**src/verilog/ialu_consts.svh**
```systemverilog
// Width and count constants shared by the ALU RTL and its testbench
// Include wherever operand, shift or multiply sizes are needed

`ifndef IALU_CONSTS_SVH
`define IALU_CONSTS_SVH

//--------------------------------------------------
// Datapath widths
//--------------------------------------------------

// Operand and result width
`define IALU_XLEN           32

// Shift amount taken from the low bits of operand 2
`define IALU_SHAMT_W        5

//--------------------------------------------------
// Serial multiplier
//--------------------------------------------------

// Iteration counter width that holds IALU_MUL_ITERS-1
`define IALU_CNT_W          5

// One multiplier bit per iteration
`define IALU_MUL_ITERS      32

`endif

```
**src/verilog/ialu_pkg.sv**
```systemverilog
// Types of the integer ALU for commands, compare flags and decoded operations
// Imported by every ALU module and by the testbench

package ialu_pkg;

    // ALU command as issued by the execution stage
    typedef enum logic [4:0] {
        IALU_CMD_AND,
        IALU_CMD_OR,
        IALU_CMD_XOR,
        IALU_CMD_ADD,
        IALU_CMD_SUB,
        IALU_CMD_LT,
        IALU_CMD_LTU,
        IALU_CMD_EQ,
        IALU_CMD_NE,
        IALU_CMD_GE,
        IALU_CMD_GEU,
        IALU_CMD_SLL,
        IALU_CMD_SRL,
        IALU_CMD_SRA,
        IALU_CMD_MUL,
        IALU_CMD_MULH,
        IALU_CMD_MULHSU,
        IALU_CMD_MULHU
    } ialu_cmd_e;

    // Flags of the subtraction op1 - op2
    typedef struct packed {
        logic z;                                // Zero
        logic s;                                // Sign
        logic o;                                // Signed overflow
        logic c;                                // Borrow out
    } ialu_flags_s;

    typedef enum logic [2:0] {
        IALU_CLS_LOGIC,
        IALU_CLS_ARITH,
        IALU_CLS_CMP,
        IALU_CLS_SHIFT,
        IALU_CLS_MUL
    } ialu_class_e;

    typedef enum logic [1:0] {IALU_LOG_AND, IALU_LOG_OR, IALU_LOG_XOR} ialu_log_e;

    typedef enum logic [2:0] {
        IALU_CMP_LT, IALU_CMP_LTU, IALU_CMP_EQ, IALU_CMP_NE, IALU_CMP_GE, IALU_CMP_GEU
    } ialu_cmp_e;

    typedef enum logic [1:0] {IALU_SHF_SLL, IALU_SHF_SRL, IALU_SHF_SRA} ialu_shf_e;

    // Decoded operation of 14 bits
    typedef struct packed {
        ialu_class_e cls;                       // Result path select
        logic        sub;                       // Adder subtracts
        ialu_log_e   log_kind;
        ialu_cmp_e   cmp_kind;
        ialu_shf_e   shf_kind;
        logic        mul_high;                  // Upper product word wanted
        logic        op1_signed;
        logic        op2_signed;
    } ialu_op_s;

endpackage

```
**src/verilog/ialu_decode.sv**
```systemverilog
// Command decoder of the integer ALU
// Splits a command into the class and sub-fields used by the datapath

`timescale 1ns/1ps

module ialu_decode
    import ialu_pkg::*;
(
    input  ialu_cmd_e ialu_cmd,
    output ialu_op_s  op
);

    always_comb begin
        op            = '0;
        op.cls        = IALU_CLS_LOGIC;
        op.log_kind   = IALU_LOG_AND;
        op.cmp_kind   = IALU_CMP_LT;
        op.shf_kind   = IALU_SHF_SLL;

        case (ialu_cmd)
            //--------------------------------------------------
            // Logic and arithmetic
            //--------------------------------------------------
            IALU_CMD_AND : op.log_kind = IALU_LOG_AND;
            IALU_CMD_OR  : op.log_kind = IALU_LOG_OR;
            IALU_CMD_XOR : op.log_kind = IALU_LOG_XOR;
            IALU_CMD_ADD : op.cls      = IALU_CLS_ARITH;
            IALU_CMD_SUB : begin
                op.cls = IALU_CLS_ARITH;
                op.sub = 1'b1;
            end
            //--------------------------------------------------
            // Compares all taken from one subtraction
            //--------------------------------------------------
            IALU_CMD_LT, IALU_CMD_LTU, IALU_CMD_EQ,
            IALU_CMD_NE, IALU_CMD_GE, IALU_CMD_GEU : begin
                op.cls = IALU_CLS_CMP;
                op.sub = 1'b1;
                case (ialu_cmd)
                    IALU_CMD_LT  : op.cmp_kind = IALU_CMP_LT;
                    IALU_CMD_LTU : op.cmp_kind = IALU_CMP_LTU;
                    IALU_CMD_EQ  : op.cmp_kind = IALU_CMP_EQ;
                    IALU_CMD_NE  : op.cmp_kind = IALU_CMP_NE;
                    IALU_CMD_GE  : op.cmp_kind = IALU_CMP_GE;
                    default      : op.cmp_kind = IALU_CMP_GEU;
                endcase
            end
            //--------------------------------------------------
            // Shifts
            //--------------------------------------------------
            IALU_CMD_SLL : begin
                op.cls      = IALU_CLS_SHIFT;
                op.shf_kind = IALU_SHF_SLL;
            end
            IALU_CMD_SRL : begin
                op.cls      = IALU_CLS_SHIFT;
                op.shf_kind = IALU_SHF_SRL;
            end
            IALU_CMD_SRA : begin
                op.cls      = IALU_CLS_SHIFT;
                op.shf_kind = IALU_SHF_SRA;
            end
            //--------------------------------------------------
            // Multiplies
            //--------------------------------------------------
            IALU_CMD_MUL, IALU_CMD_MULH, IALU_CMD_MULHSU, IALU_CMD_MULHU : begin
                op.cls        = IALU_CLS_MUL;
                op.mul_high   = (ialu_cmd != IALU_CMD_MUL);
                op.op1_signed = (ialu_cmd != IALU_CMD_MULHU);       // MULHSU keeps op1 signed
                op.op2_signed = (ialu_cmd == IALU_CMD_MUL) | (ialu_cmd == IALU_CMD_MULH);
            end
            default : begin end
        endcase
    end

endmodule

```
**src/verilog/ialu_result_unit.sv**
```systemverilog
// Single-cycle datapath of the integer ALU
// Adder with compare flags, logic ops, shifter and the final result mux;
// the multiply word arrives ready from the serial multiplier

`timescale 1ns/1ps

`include "ialu_consts.svh"

module ialu_result_unit
    import ialu_pkg::*;
(
    input  logic [`IALU_XLEN-1:0] ialu_op1,
    input  logic [`IALU_XLEN-1:0] ialu_op2,
    input  ialu_op_s              op,
    input  logic [`IALU_XLEN-1:0] mul_res,
    output logic [`IALU_XLEN-1:0] ialu_res,
    output logic                  ialu_cmp
);

    logic [`IALU_XLEN:0]     sum_res;           // Extra bit is the borrow
    ialu_flags_s             flags;
    logic                    cmp_flag;
    logic [`IALU_XLEN-1:0]   log_res;
    logic [`IALU_SHAMT_W-1:0] shamt;
    logic [`IALU_XLEN-1:0]   shft_res;

    //--------------------------------------------------
    // Adder / subtractor and flags
    //--------------------------------------------------
    always_comb begin
        if (op.sub) begin
            sum_res = {1'b0, ialu_op1} - {1'b0, ialu_op2};
        end else begin
            sum_res = {1'b0, ialu_op1} + {1'b0, ialu_op2};
        end

        flags.c = sum_res[`IALU_XLEN];
        flags.z = ~|sum_res[`IALU_XLEN-1:0];
        flags.s = sum_res[`IALU_XLEN-1];
        // Operands of unlike sign whose difference took the sign of op2
        flags.o = (ialu_op1[`IALU_XLEN-1] ^ ialu_op2[`IALU_XLEN-1]) &
                  (sum_res[`IALU_XLEN-1] ^ ialu_op1[`IALU_XLEN-1]);
    end

    always_comb begin
        case (op.cmp_kind)
            IALU_CMP_LT  : cmp_flag = flags.s ^ flags.o;
            IALU_CMP_LTU : cmp_flag = flags.c;
            IALU_CMP_EQ  : cmp_flag = flags.z;
            IALU_CMP_NE  : cmp_flag = ~flags.z;
            IALU_CMP_GE  : cmp_flag = ~(flags.s ^ flags.o);
            default      : cmp_flag = ~flags.c;     // GEU
        endcase
    end

    //--------------------------------------------------
    // Logic ops and shifter
    //--------------------------------------------------
    always_comb begin
        case (op.log_kind)
            IALU_LOG_OR  : log_res = ialu_op1 | ialu_op2;
            IALU_LOG_XOR : log_res = ialu_op1 ^ ialu_op2;
            default      : log_res = ialu_op1 & ialu_op2;
        endcase
    end

    assign shamt = ialu_op2[`IALU_SHAMT_W-1:0];

    always_comb begin
        case (op.shf_kind)
            IALU_SHF_SRL : shft_res = ialu_op1 >> shamt;
            IALU_SHF_SRA : shft_res = $signed(ialu_op1) >>> shamt;
            default      : shft_res = ialu_op1 << shamt;
        endcase
    end

    //--------------------------------------------------
    // Result select
    //--------------------------------------------------
    always_comb begin
        ialu_cmp = 1'b0;
        case (op.cls)
            IALU_CLS_ARITH : ialu_res = sum_res[`IALU_XLEN-1:0];
            IALU_CLS_CMP   : begin
                ialu_res = `IALU_XLEN'(cmp_flag);  // Flag as 0/1 word
                ialu_cmp = cmp_flag;
            end
            IALU_CLS_SHIFT : ialu_res = shft_res;
            IALU_CLS_MUL   : ialu_res = mul_res;
            default        : ialu_res = log_res;
        endcase
    end

endmodule

```
**src/verilog/ialu_serial_mul.sv**
```systemverilog
// Shift-add multiplier of the integer ALU that takes one multiplier bit per cycle
// Owns ialu_rdy as well. Single-cycle commands are always ready and a multiply
// of two non-zero operands spends one IDLE cycle and IALU_MUL_ITERS ITER cycles

`timescale 1ns/1ps

`include "ialu_consts.svh"

module ialu_serial_mul
    import ialu_pkg::*;
(
    input  logic                  clk,
    input  logic                  rst_n,
    input  logic                  ialu_vd,
    input  logic [`IALU_XLEN-1:0] ialu_op1,
    input  logic [`IALU_XLEN-1:0] ialu_op2,
    input  ialu_op_s              op,
    output logic [`IALU_XLEN-1:0] mul_res,
    output logic                  ialu_rdy
);

    localparam logic [`IALU_CNT_W-1:0] MUL_INIT_CNT = `IALU_CNT_W'(`IALU_MUL_ITERS - 1);

    typedef enum logic {
        MUL_IDLE,
        MUL_ITER
    } mul_state_e;

    mul_state_e               state;
    mul_state_e               state_nxt;
    logic [`IALU_CNT_W-1:0]   cnt_q;            // Iterations left after this one
    logic [`IALU_XLEN-1:0]    hi_q;             // Partial product, upper word
    logic [`IALU_XLEN-1:0]    lo_q;             // Product low bits above and multiplier bits below

    logic                     is_mul;
    logic                     zero_op;
    logic                     mul_start;
    logic                     last_step;
    logic                     mul_done;
    logic                     step_sub;
    logic [`IALU_XLEN:0]      mcand;
    logic [`IALU_XLEN:0]      hi_ext;
    logic [`IALU_XLEN:0]      acc;
    logic [`IALU_XLEN-1:0]    hi_nxt;
    logic [`IALU_XLEN-1:0]    lo_nxt;

    assign is_mul    = (op.cls == IALU_CLS_MUL);
    assign zero_op   = ~|ialu_op1 | ~|ialu_op2;     // Product is known at once
    assign mul_start = (state == MUL_IDLE) & ialu_vd & is_mul & ~zero_op;
    assign last_step = (cnt_q == '0);
    assign mul_done  = is_mul & (state == MUL_ITER) & last_step;

    //--------------------------------------------------
    // Control FSM and iteration counter
    //--------------------------------------------------
    always_comb begin
        state_nxt = state;
        case (state)
            MUL_IDLE : if (is_mul & ~zero_op) state_nxt = MUL_ITER;
            MUL_ITER : if (last_step) state_nxt = MUL_IDLE;
            default  : state_nxt = MUL_IDLE;
        endcase
    end

    always_ff @(posedge clk, negedge rst_n) begin
        if (!rst_n) begin
            state <= MUL_IDLE;
            cnt_q <= '0;
        end else begin
            if (!ialu_vd) begin
                state <= MUL_IDLE;                  // Requester withdrew the command
            end else begin
                state <= state_nxt;
            end
            if (state == MUL_IDLE) begin
                cnt_q <= MUL_INIT_CNT;
            end else begin
                cnt_q <= cnt_q - 1'b1;
            end
        end
    end

    //--------------------------------------------------
    // Shift-add step
    //--------------------------------------------------
    always_comb begin
        mcand  = {op.op1_signed & ialu_op1[`IALU_XLEN-1], ialu_op1};
        hi_ext = {op.op1_signed & hi_q[`IALU_XLEN-1], hi_q};
        // Top bit of a signed multiplier weighs -2^(XLEN-1)
        step_sub = last_step & op.op2_signed;

        if (!lo_q[0]) begin
            acc = hi_ext;
        end else if (step_sub) begin
            acc = hi_ext - mcand;
        end else begin
            acc = hi_ext + mcand;
        end

        hi_nxt = acc[`IALU_XLEN:1];
        lo_nxt = {acc[0], lo_q[`IALU_XLEN-1:1]};
    end

    always_ff @(posedge clk) begin
        if (mul_start) begin
            hi_q <= '0;
            lo_q <= ialu_op2;                       // Multiplier consumed from bit 0
        end else if (state == MUL_ITER) begin
            hi_q <= hi_nxt;
            lo_q <= lo_nxt;
        end
    end

    //--------------------------------------------------
    // Outputs
    //--------------------------------------------------
    always_comb begin
        mul_res = '0;                               // Also the zero-operand product
        if (mul_done) begin
            mul_res = op.mul_high ? hi_nxt : lo_nxt;
        end
    end

    assign ialu_rdy = ~is_mul | zero_op | mul_done;

    //--------------------------------------------------
    // Assertions
    //--------------------------------------------------
    a_no_unknown : assert property (
        @(posedge clk) disable iff (!rst_n)
        !ialu_vd |-> !$isunknown(state)
    ) else $error("ialu_serial_mul: unknown state");

    a_vd_known : assert property (
        @(posedge clk) disable iff (!rst_n)
        !$isunknown(ialu_vd)
    ) else $error("ialu_serial_mul: unknown valid");

    // A multiply issued after a dropped valid starts over from IDLE
    a_drop_to_idle : assert property (
        @(posedge clk) disable iff (!rst_n)
        !ialu_vd ##1 (ialu_vd & is_mul & !zero_op) |-> !ialu_rdy
    ) else $error("ialu_serial_mul: multiply ready at once after valid dropped");

    a_iter_hold : assert property (
        @(posedge clk) disable iff (!rst_n)
        ((state == MUL_ITER) & ialu_vd & !ialu_rdy) |=> (state == MUL_ITER)
    ) else $error("ialu_serial_mul: left ITER before completion");

endmodule

```
**src/verilog/ialu_top.sv**
```systemverilog
// Integer ALU of the execution stage
// Request with ialu_vd held and operands stable; the result is taken at the
// rising edge where ialu_vd and ialu_rdy are both high

`timescale 1ns/1ps

`include "ialu_consts.svh"

module ialu_top
    import ialu_pkg::*;
(
    input  logic                  clk,
    input  logic                  rst_n,

    input  logic                  ialu_vd,
    input  logic [`IALU_XLEN-1:0] ialu_op1,
    input  logic [`IALU_XLEN-1:0] ialu_op2,
    input  ialu_cmd_e             ialu_cmd,

    output logic [`IALU_XLEN-1:0] ialu_res,
    output logic                  ialu_cmp,
    output logic                  ialu_rdy,
    output logic                  ialu_busy
);

    ialu_op_s               op;
    logic [`IALU_XLEN-1:0]  mul_res;

    //--------------------------------------------------
    // Decode, datapath, multiplier
    //--------------------------------------------------
    ialu_decode ialu_decode_i (
        .ialu_cmd (ialu_cmd),
        .op       (op)
    );

    ialu_result_unit ialu_result_unit_i (
        .ialu_op1 (ialu_op1),
        .ialu_op2 (ialu_op2),
        .op       (op),
        .mul_res  (mul_res),
        .ialu_res (ialu_res),
        .ialu_cmp (ialu_cmp)
    );

    ialu_serial_mul ialu_serial_mul_i (
        .clk      (clk),
        .rst_n    (rst_n),
        .ialu_vd  (ialu_vd),
        .ialu_op1 (ialu_op1),
        .ialu_op2 (ialu_op2),
        .op       (op),
        .mul_res  (mul_res),
        .ialu_rdy (ialu_rdy)
    );

    assign ialu_busy = ialu_vd & ~ialu_rdy;        // Stalls the pipeline

endmodule
```
**config.mk**
```make
export PLATFORM = sky130hd
export DESIGN_NAME = ialu_top
export DESIGN_NICKNAME = d
export VERILOG_FILES = /design/src/verilog/ialu_pkg.sv /design/src/verilog/ialu_decode.sv /design/src/verilog/ialu_result_unit.sv /design/src/verilog/ialu_serial_mul.sv /design/src/verilog/ialu_top.sv
export VERILOG_INCLUDE_DIRS = /design/src /design/src/verilog
export SDC_FILE = /design/constraint.sdc
export NUM_CORES = 1
export LEC_CHECK = 0
export BUFFER_PORTS_ARGS = -buffer_cell sky130_fd_sc_hd__clkbuf_2
export CAP_MARGIN = 15
export CORE_ASPECT_RATIO = 0.7
export CORE_MARGIN = 4
export CORE_UTILIZATION = 59
export DETAILED_ROUTE_END_ITERATION = 8
export GPL_TIMING_DRIVEN = 0
export HOLD_SLACK_MARGIN = 0.05
export PLACE_DENSITY = 0.82
export REMOVE_ABC_BUFFERS = 1
export SLEW_MARGIN = 20
export SYNTH_ARGS = -nofsm -noshare
export SYNTH_HDL_FRONTEND = slang
export SYNTH_SLANG_ARGS = --single-unit
```
**constraint.sdc**
```tcl
create_clock -name clk -period 8.79 [get_ports clk]
set_input_delay 0 -clock clk [delete_from_list [all_inputs] [get_ports clk]]
set_output_delay 0 -clock clk [all_outputs]
set_load 0.01 [all_outputs]
```
# --- Word-level counts from Yosys, hierarchy flattened ---
# Cells that the tools add are included.
word_totals:
  regBits: 70
  inputBits: 72
  out_inout_bits: 35
  wordCells: 108
op_classes:
  addsub: 5
  n_eq_ne: 31
  shift: 3
  muxes: 24
  n_bitwise: 27
  n_reduce_logical: 14
ops:
  columns: ["operator", "count"]
  rows:
  - ["32-bit 2-to-1 mux", 4]
  - ["32-bit one-hot mux with 2 select lines", 2]
  - ["32-bit one-hot mux with 4 select lines", 1]
  - ["33-bit 2-to-1 mux", 3]
  - ["32-bit OR reduction", 3]
  - ["5-bit by 4-bit == test with 1-bit output (second input constant)", 8]
  - ["32-bit by 32-bit adder with 33-bit output", 1]
  - ["33-bit adder", 1]
  - ["32-bit by 32-bit subtractor with 33-bit output", 1]
  - ["33-bit subtractor", 1]
  - ["32-bit AND", 1]
  - ["32-bit OR", 1]
  - ["32-bit by 5-bit << shifter with 32-bit output", 1]
  - ["32-bit by 5-bit >> shifter with 32-bit output", 1]
  - ["32-bit by 5-bit >>> shifter with 32-bit output", 1]
  - ["32-bit XOR", 1]
  - ["5-bit by 3-bit == test with 1-bit output (second input constant)", 4]
  - ["3-bit one-hot mux with 5 select lines", 1]
  - ["3-bit by 2-bit == test with 1-bit output (second input constant)", 4]
  - ["3-bit one-hot mux with 4 select lines", 1]
  - ["1-bit AND", 11]
  - ["5-bit by 2-bit == test with 1-bit output (second input constant)", 2]
  - ["5-bit == test (second input constant)", 2]
  - ["2-bit one-hot mux with 2 select lines", 2]
  - ["other kinds (25)", 46]

# --- Logic depth before layout (Yosys ltp) ---
# Gate-level depths: netlist (run 1).
depth:
  depth_word: 10
  ltp_mapped: 26
  depth_no_buf: 24

# --- By module ---
# From an unflattened synthesis (run 1), not the netlist that was laid out.
unflattened:
  cells_unflattened: 2156
  area_unflattened_um2: 15518.6
modules_own_cells:
  columns: ["module", "n_inst", "cells_each", "area_per_inst_um2", "seq_area_each_um2"]
  rows:
  - ["ialu_result_unit", 1, 1426, 9293.9, 0.0]
  - ["ialu_serial_mul", 1, 691, 5953.2, 1751.7]
  - ["ialu_decode", 1, 38, 257.7, 0.0]
  - ["ialu_top", 1, 1, 13.8, 0.0]

# --- Worst setup path after synthesis (run 1) ---
# No wires, ideal clock.
synth_path:
  path_type: "input-to-output"
  from: "input ialu_op2[0]"
  to: "output ialu_res[0]"
  arrival_time_ns: 6.622
  required_ns: 8.790
  slack_ns: 2.168
  path_stages: 25
  n_path_buf: 5
  path_cell_list: "clkbuf_1 > inv_1 > clkbuf_1 > clkbuf_1 > clkbuf_1 > ha_1 > nand4_1 > or3_1 > or4_4 > or4_1 > or3_4 > o31ai_1 > xnor2_1 > ha_1 > clkbuf_1 > o21ai_1 > nor3_1 > nand4_1 > or3_1 > or4_1 > or4_1 > and4bb_1 > a221oi_2 > a211oi_2 > o31a_1"
synth_via:
  elab_chain_cells: 8
  word_cells_on_any_way: 20
  cone_classes: "add/sub: 2; shift: 3; mux: 5; bitwise: 8; reduce/logical: 2"
synth_rtl:
  columns: ["item", "line", "source"]
  rows:
  - ["start: declaration", "ialu_top.sv:17", "input logic [`IALU_XLEN-1:0] ialu_op2,"]
  - ["32-bit by 32-bit adder with 33-bit output or 32-bit by 32-bit subtractor with 33-bit output (tied branches)", "ialu_result_unit.sv:34, ialu_result_unit.sv:32", null]
  - ["33-bit 2-to-1 mux", "ialu_result_unit.sv:31", "if (op.sub) begin"]
  - ["1-bit XOR", "ialu_result_unit.sv:42", "(sum_res[`IALU_XLEN-1] ^ ialu_op1[`IALU_XLEN-1]);"]
  - ["1-bit AND", "ialu_result_unit.sv:41", "flags.o = (ialu_op1[`IALU_XLEN-1] ^ ialu_op2[`IALU_XLEN-1]) &"]
  - ["1-bit XOR", "ialu_result_unit.sv:47, ialu_result_unit.sv:51", null]
  - ["1-bit NOT", "ialu_result_unit.sv:51", "IALU_CMP_GE : cmp_flag = ~(flags.s ^ flags.o);"]
  - ["1-bit one-hot mux with 5 select lines", "ialu_result_unit.sv:46", "case (op.cmp_kind)"]
  - ["32-bit one-hot mux with 4 select lines (*)", "ialu_result_unit.sv:82", "case (op.cls)"]
  - ["end: declaration", "ialu_top.sv:20", "output logic [`IALU_XLEN-1:0] ialu_res,"]
# Mark *: on every way between the ends. The rest lies on a longest branch, timed or not.

# --- Worst setup path after layout (run 1) ---
layout_path:
  from: "input ialu_op2[1]"
  to: "output ialu_res[0]"
# Same word-level chain as after synthesis.

==> results_dict.tcl, run 1 <==
set metrics [dict create \
    synthMuxAreaShare 0.133 \
    period_share 0.962 \
    end_kind "primary output" \
    cts_root_buf "clkbuf_16" \
    cts_buffers 9 \
    share_comb_of_total_power 0.641 \
    antenna_found_initial 3 \
    gp_congestion 1.06 \
    p_sw_mw 1.16 \
    hold_path_depth 2 \
    mostFrequentLayoutCell "nand2_1" \
    crit_path_max_fanout 31 \
    drive_gt1_frac 0.126 \
    wire_per_inst_um 24.3 \
    yosysWarningCount 0 \
    die_y_um 139 \
    period_minus_slack_ns 8.46 \
    num_rows 47 \
    ios 107 \
    grt_max_degree 77 \
    ir_drop_mv 0.172 \
    critPathLaunchType "input pin" \
    path_clk_slew_ns 0.07 \
    layout_common_cells "nand2_1, nor2_1, a21oi_1" \
    hold_end "ialu_serial_mul_i.lo_q[29]$_DFFE_PP_" \
    yosysSeqAreaShare 0.121 \
    areaGrowthSynthToFinish_pct 6.88 \
    synth_compound_area_frac 0.283 \
    grt_use_total 0.396 \
    num_antenna_cells 0 \
    drt_iter0_drc 2509 \
    first_pass_iters 7 \
    setup_viol 0 \
    status "finished clean" \
    cts_tree "yes" \
    grt_pass1_wl_um 86200 \
    finalSetupTns_ns 0 \
    startpoint "ialu_op2[1]" \
    drc_errors 0 \
    synth_area_leaders "ha_1, mux2i_1, edfxtp_1" \
    rsz0062_at_grt "no" \
    required_ns 8.79 \
    core-area_um2 23900 \
    r2r_end "ialu_serial_mul_i.hi_q[24]$_SDFFE_PP0P_" \
    synth-adder-area-share 0.120 \
    min_from "ialu_op2[29]" \
    hpwl_um 43600 \
    slowest_delay_ns 0.65 \
    drt_wl_total_um 56800 \
    post_cts_buffers 0 \
    ys.flop_type "edfxtp_1" \
    gr-total-overflow 0 \
    finalMaxSlewViolations 0 \
    avgSynthCellArea_um2 7.26 \
    yosys.area_share.simple 0.206 \
    vias 16285 \
    die-area_um2 27200 \
    fmax_mhz 118 \
    insertion_delay_ns 0.36 \
    worst_slew_pin_slew_ns 1.25 \
    intPower_mw 1.26 \
    hold_viol_final 0 \
    p_seq_frac 0.203 \
    synth_top_area_share 0.117 \
    ys_types 102 \
    synth_xor_area_frac 0.0682 \
    ant_nets 0 \
    switching_share 0.480 \
    power.density_nw_per_um2 156 \
    r2r_start "ialu_serial_mul_i.cnt_q[0]$_DFF_PN0_" \
    max_cap_violations 0 \
    whs_ns 0.0545 \
    vias_per_cell 6.98 \
    reg2reg_slack_ns 2.96 \
    final_nets 2221 \
    p_leak_nw 6.54 \
    htreeDepth 3 \
    synth-edff-count 32 \
    grt_pass1_vias 14817 \
    reg2reg_depth 19 \
    ys_seq_elements 70 \
    io_buffers 106 \
    relSlewSlack 0.147 \
    max-clock-path-buffers 2 \
    yosysTopAreaCell "ha_1" \
    async_flop_share 0.0857 \
    die_w_um 195 \
    synth_top_family_by_area "compound AO/OA/AOI/OAI gates" \
    cts.sinks 70 \
    critPathArrivalTime_ns 8.46 \
    slowest_stage "or4_1" \
    skew_ns 0.0121 \
    p_clk_frac 0.156 \
    start_util 0.606 \
    hold_path_class "input pin to register" \
    crit_type "input pin to primary output" \
    cpMostUsedCell "or4_1" \
    synthesis.area_um2 14500 \
    synthCells 1999 \
]
## cell usage after synthesis, types with 6 or more instances
cell type / count
clkbuf_1: 89
a211oi_1: 25
nand3_1: 26
nor2b_1: 13
inv_1: 100
buf_6: 6
dfrtp_1: 6
o22ai_1: 17
buf_1: 19
clkbuf_8: 6
nand2b_1: 34
nand4_1: 21
edfxtp_1: 32
mux2i_1: 105
a22oi_1: 30
mux2_4: 28
o21a_1: 14
o21ai_1: 15
xnor2_1: 97
a221o_1: 8
o221ai_1: 11
buf_4: 6
a221oi_1: 14
nor3_1: 34
or2_2: 12
mux4_2: 14
nand2_1: 215
nor2_1: 198
a21bo_2: 8
dfxtp_1: 32
nor4_1: 7
a31oi_1: 21
o31ai_1: 19
ha_1: 136
a21o_1: 28
xor2_1: 16
or3_1: 12
and2_1: 6
o21ai_0: 168
o211ai_1: 12
or4_1: 10
and3_1: 15
a211o_1: 11
mux2_2: 13
a21oi_1: 181
## power groups by stage
stage	Combinational (mW)	Sequential, mW	Clock (mW)
after floorplan	1.08	0.477	0
after global placement	1.43	0.494	0
after detailed placement	1.48	0.494	0
after CTS	1.50	0.489	0.373
after global routing	1.67	0.500	0.389
final	1.55	0.491	0.377
## worst max-delay path, delay by kind of cell
kind,cells,cell delay (ns)
AOI/OAI and AO/OA,6,1.48
xor gates and xnor gates,1,0.17
adders and majority gates,1,0.39
buffers and inverters,3,0.85
and+or+nand+nor,15,5.54
## how the worst max path moves through the flow
stage,end,slack [ns],cells past startpoint
3_3_place_gp,ialu_res[0],-0.61,26
4_1_cts,ialu_res[0],0.07,26
5_1_grt,ialu_res[0],0.12,26
6_report,ialu_res[0],0.33,26
3_5_place_dp,ialu_res[0],-0.61,26
2_1_floorplan,ialu_res[0],2.61,24
## final cells by class
class	count	area (um2)
tap	318	398
clock buffer	12	236
multi-input combinational	1696	11800
inverter	103	399
timing repair buffer	131	873
clock inverter	4	47.5
fill	2146	8420
sequential	70	1760
## through the flow
step                cell area [um2]  power [mW]   util  std cells  setup slack (ns)
floorplan                     13900        1.56      -       1869              2.61
global placement              14800        1.93  0.619       2293            -0.609
detailed placement            15000        1.97  0.628       2302            -0.613
CTS                           15500        2.36  0.646       2333            0.0700
global route                  15500        2.56  0.648       2334             0.116
finish                        15500        2.42  0.648       2334             0.332
## sequential cells by signal (all words and copies together), names as in the netlist
| name | flops |
|---|---|
| ialu_serial_mul_i.lo_q | 32 |
| ialu_serial_mul_i.state | 1 |
| ialu_serial_mul_i.hi_q | 32 |
| ialu_serial_mul_i.cnt_q | 5 |
## routing by layer
| layer | global-route usage | share of wire | vias to the layer above |
|---|---|---|---|
| li1 | - | - | 7319 |
| met1 | 0.566 | 0.40 | 7551 |
| met2 | 0.556 | 0.40 | 1192 |
| met3 | 0.137 | 0.15 | 217 |
| met4 | 0.127 | 0.043 | 6 |
| met5 | 0 | 0.00063 | - |
## logic make-up after synthesis
logic type,Yosys count
flops,70
compound gates,647
xor+xnor,113
simple gates,638
fa+ha+maj,138
buf+inv,233
mux,160
## what timing repair did
action	CTS	global route
hold buffers	15	0
endpoints found under the setup margin	2	1
gates cloned	0	0
gates resized for setup	4	1
pin swaps	0	0
hold endpoints to repair	19	0
No activity file was read; power rests on OpenSTA's default activity.
==> run 2, diff against run 1 <==
--- a/config.mk
+++ b/config.mk
@@ -6,6 +6,7 @@
 export SDC_FILE = /design/constraint.sdc
 export NUM_CORES = 1
 export LEC_CHECK = 0
+export ABC_AREA = 1
 export BUFFER_PORTS_ARGS = -buffer_cell sky130_fd_sc_hd__clkbuf_2
 export CAP_MARGIN = 15
 export CORE_ASPECT_RATIO = 0.7
==> run 2 against run 1 <==
Net effect:
- the flow now finishes with violations (DRC)
- power up 3.1%
- sequential power down 3%
- combinational power up 5%
- utilization down 1.2 points
- clock power up 4%
- largest cell class unchanged
- flip-flop and latch count unchanged
- first-iteration DRC count up 26%
- clock-buffer cell count down 3
- sequential share of layout area down 0.65 points
- synthesized cell count up 40%
- synthesized area up 7.1%
- maximum frequency up 33%
==> results_dict.tcl, run 2 <==
set metrics [dict create \
    path_clk_slew_ns 0.06 \
    hold_path_class "input pin to register" \
    setup_viol 0 \
    synth_area_leaders "nand2_1, ha_1, o21ai_0" \
    drt_iter0_drc 3168 \
    crit_type "register to primary output" \
    ir_drop_mv 0.208 \
    max_cap_violations 0 \
    cts_buffers 9 \
    grt_use_total 0.458 \
    yosysSeqAreaShare 0.113 \
    synth-edff-count 32 \
    skew_ns 0.0115 \
    worst_slew_pin_slew_ns 1.21 \
    core-area_um2 25800 \
    slowest_stage "nor2_2" \
    layout_common_cells "nand2_1, inv_1, o21ai_0" \
    hold_viol_final 0 \
    top_regs "ialu_serial_mul_i.hi_q x32, ialu_serial_mul_i.lo_q x32, ialu_serial_mul_i.cnt_q x5" \
    grt_pass1_wl_um 104000 \
    cts_tree "yes" \
    intPower_mw 1.15 \
    cts.sinks 70 \
    start_util 0.602 \
    yosysWarningCount 0 \
    rsz0062_at_grt "no" \
    die_y_um 144 \
    cts_root_buf "clkbuf_16" \
    max-clock-path-buffers 2 \
    synthesis.area_um2 15500 \
    avgSynthCellArea_um2 5.56 \
    power_mw 2.49 \
    mostFrequentLayoutCell "nand2_1" \
    num_antenna_cells 0 \
    gr-total-overflow 0 \
    r2r_start "ialu_serial_mul_i.cnt_q[0]$_DFF_PN0_" \
    netlist_top_cells_count "nand2_1, inv_1, o21ai_0" \
    path_depth 22 \
    io_buffers 106 \
    vias 20053 \
    placed_area_um2 16100 \
    cts_resized 0 \
    p_seq_frac 0.192 \
    slowest_delay_ns 0.76 \
    ys_types 66 \
    r2r_end "ialu_serial_mul_i.hi_q[31]$_SDFFE_PP0P_" \
    share_comb_of_total_power 0.651 \
    num_rows 49 \
    critPathTopFamily "compound AO/OA/AOI/OAI gates" \
    power.density_nw_per_um2 152 \
    grt_pass1_vias 17937 \
    wire_per_inst_um 21.8 \
    synth.most_common_cell "nand2_1" \
    synthCells 2796 \
    crit_path_max_fanout 20 \
    final_cell_area_um2 16400 \
    reg2reg_slack_ns 2.97 \
    areaGrowthSynthToFinish_pct 5.59 \
    first_pass_iters 9 \
    hold_end "ialu_serial_mul_i.lo_q[31]$_DFFE_PP_" \
    htreeDepth 3 \
    end_kind "primary output" \
    finalSetupTns_ns 0 \
    p_leak_nw 8.59 \
    period_minus_slack_ns 6.38 \
    antenna_found_initial 0 \
    cpMostUsedCell "inv_1" \
    ys_seq_elements 70 \
    ios 107 \
    p_sw_mw 1.34 \
    status "finished with violations" \
    switching_share 0.538 \
    hold_path_depth 3 \
    ant_nets 0 \
    die_w_um 202 \
    insertion_delay_ns 0.36 \
    drt_wl_total_um 69000 \
    violations "DRC" \
    relSlewSlack 0.194 \
    ys.flop_type "edfxtp_1" \
    min_from "ialu_op2[31]" \
    critPathLaunchType "register" \
    drive_gt1_frac 0.0634 \
    grt_max_degree 71 \
    finalMaxSlewViolations 0 \
    hpwl_um 54500 \
    vias_per_cell 6.34 \
    reg2reg_depth 24 \
    startpoint "ialu_serial_mul_i.cnt_q[0]$_DFF_PN0_" \
    drc_errors 31 \
    die-area_um2 29100 \
    cp_cell_sequence "inv_1 -> ha_1 -> inv_1 -> or2_1 -> nor3_1 -> inv_1 -> nor2_2 -> inv_1 -> o21ai_0 -> xor2_1 -> ha_1 -> a21oi_1 -> a21boi_0 -> o21ai_0 -> a221oi_1 -> nand2_1 -> nand2_1 -> nand3_1 -> nand3_1 -> nand2_1 -> a22oi_1 -> clkbuf_2" \
    final_nets 3011 \
    fmax_mhz 157 \
    cp_num_buf_inv 5 \
    yosysTopAreaCell "nand2_1" \
    critPathArrivalTime_ns 6.38 \
    gp_congestion 1.05 \
    required_ns 8.79 \
    period_share 0.726 \
    p_clk_frac 0.157 \
    synth_top_area_share 0.209 \
    async_flop_share 0.0857 \
]
[run 2: changes by cell type after synthesis, sizes merged, moves of 25 or more]
cell | before | now
nand2b | 35 | 0
a21oi | 183 | 150
o21ai | 184 | 337
clkbuf | 95 | 69
xor2 | 16 | 69
mux2i | 105 | 26
xnor2 | 97 | 10
nor2 | 202 | 255
inv | 102 | 370
a22oi | 30 | 5
nand3 | 27 | 145
nand2 | 216 | 872
mux2 | 41 | 0
[run 2: worst max path at each step]
stage          slack (ns)      endpoint
6_report             2.41  ialu_res[24]
5_1_grt              2.13   ialu_res[0]
4_1_cts              2.68   ialu_res[0]
3_5_place_dp         2.70   ialu_res[0]
3_3_place_gp         1.42   ialu_res[0]
2_1_floorplan        4.52   ialu_res[0]
[run 2: worst min-delay path, cell delays in order]
cell and delay, ns:
clkbuf_2 0.17, nor2_1 0.07, a21oi_1 0.11
[run 2: layer usage]
metal  vias to the layer above  share of wire  GRT usage
met1                      8998           0.40      0.646
met4                         0          0.047      0.164
met5                         -              0          0
met2                      1630           0.38      0.637
met3                       276           0.17      0.169
li1                       9149              -          -
[run 2: what timing repair did]
item,CTS,global route
buffers inserted,0,0
hold buffers,3,0
endpoints found under the hold margin,7,0
[run 2: cells by family (layout without fill, tap and decap cells)]
| kind of cell | count (synthesis) | after routing | synth area share |
|---|---|---|---|
| compound gates | 612 | 612 | 0.220 |
| xor+xnor | 79 | 79 | 0.0445 |
| simple gates | 1378 | 1378 | 0.368 |
| fa+ha+maj | 138 | 138 | 0.112 |
| mux | 26 | 26 | 0.0167 |
| flops | 70 | 70 | 0.113 |
| buf+inv | 493 | 503 | 0.126 |
[run 2: power groups by stage]
stage          Sequential (mW)  Clock [mW]  Combinational [mW]
2_1_floorplan            0.464           0                1.06
3_3_place_gp             0.476           0                1.47
3_5_place_dp             0.481           0                1.52
4_1_cts                  0.475       0.385                1.54
5_1_grt                  0.485       0.404                1.76
6_report                 0.478       0.391                1.62
[run 2: cell type report]
type | count | area (um2)
clock inverters | 7 | 78.8
multi-input cells | 2233 | 11900
well taps | 357 | 447
clock buffers | 9 | 225
inverters | 374 | 1410
fillers | 2547 | 9390
flip-flops and latches | 70 | 1750
repair buffers | 113 | 628
[run 2: through the flow]
step                 util  hold WS, ns  setup slack, ns  std cells
finish              0.636        0.107             2.41       3163
floorplan               -       -0.296             4.52       2677
detailed placement  0.622       -0.167             2.70       3143
CTS                 0.635       0.0937             2.68       3162
global route        0.636        0.135             2.13       3163
global placement    0.619       -0.170             1.42       3140
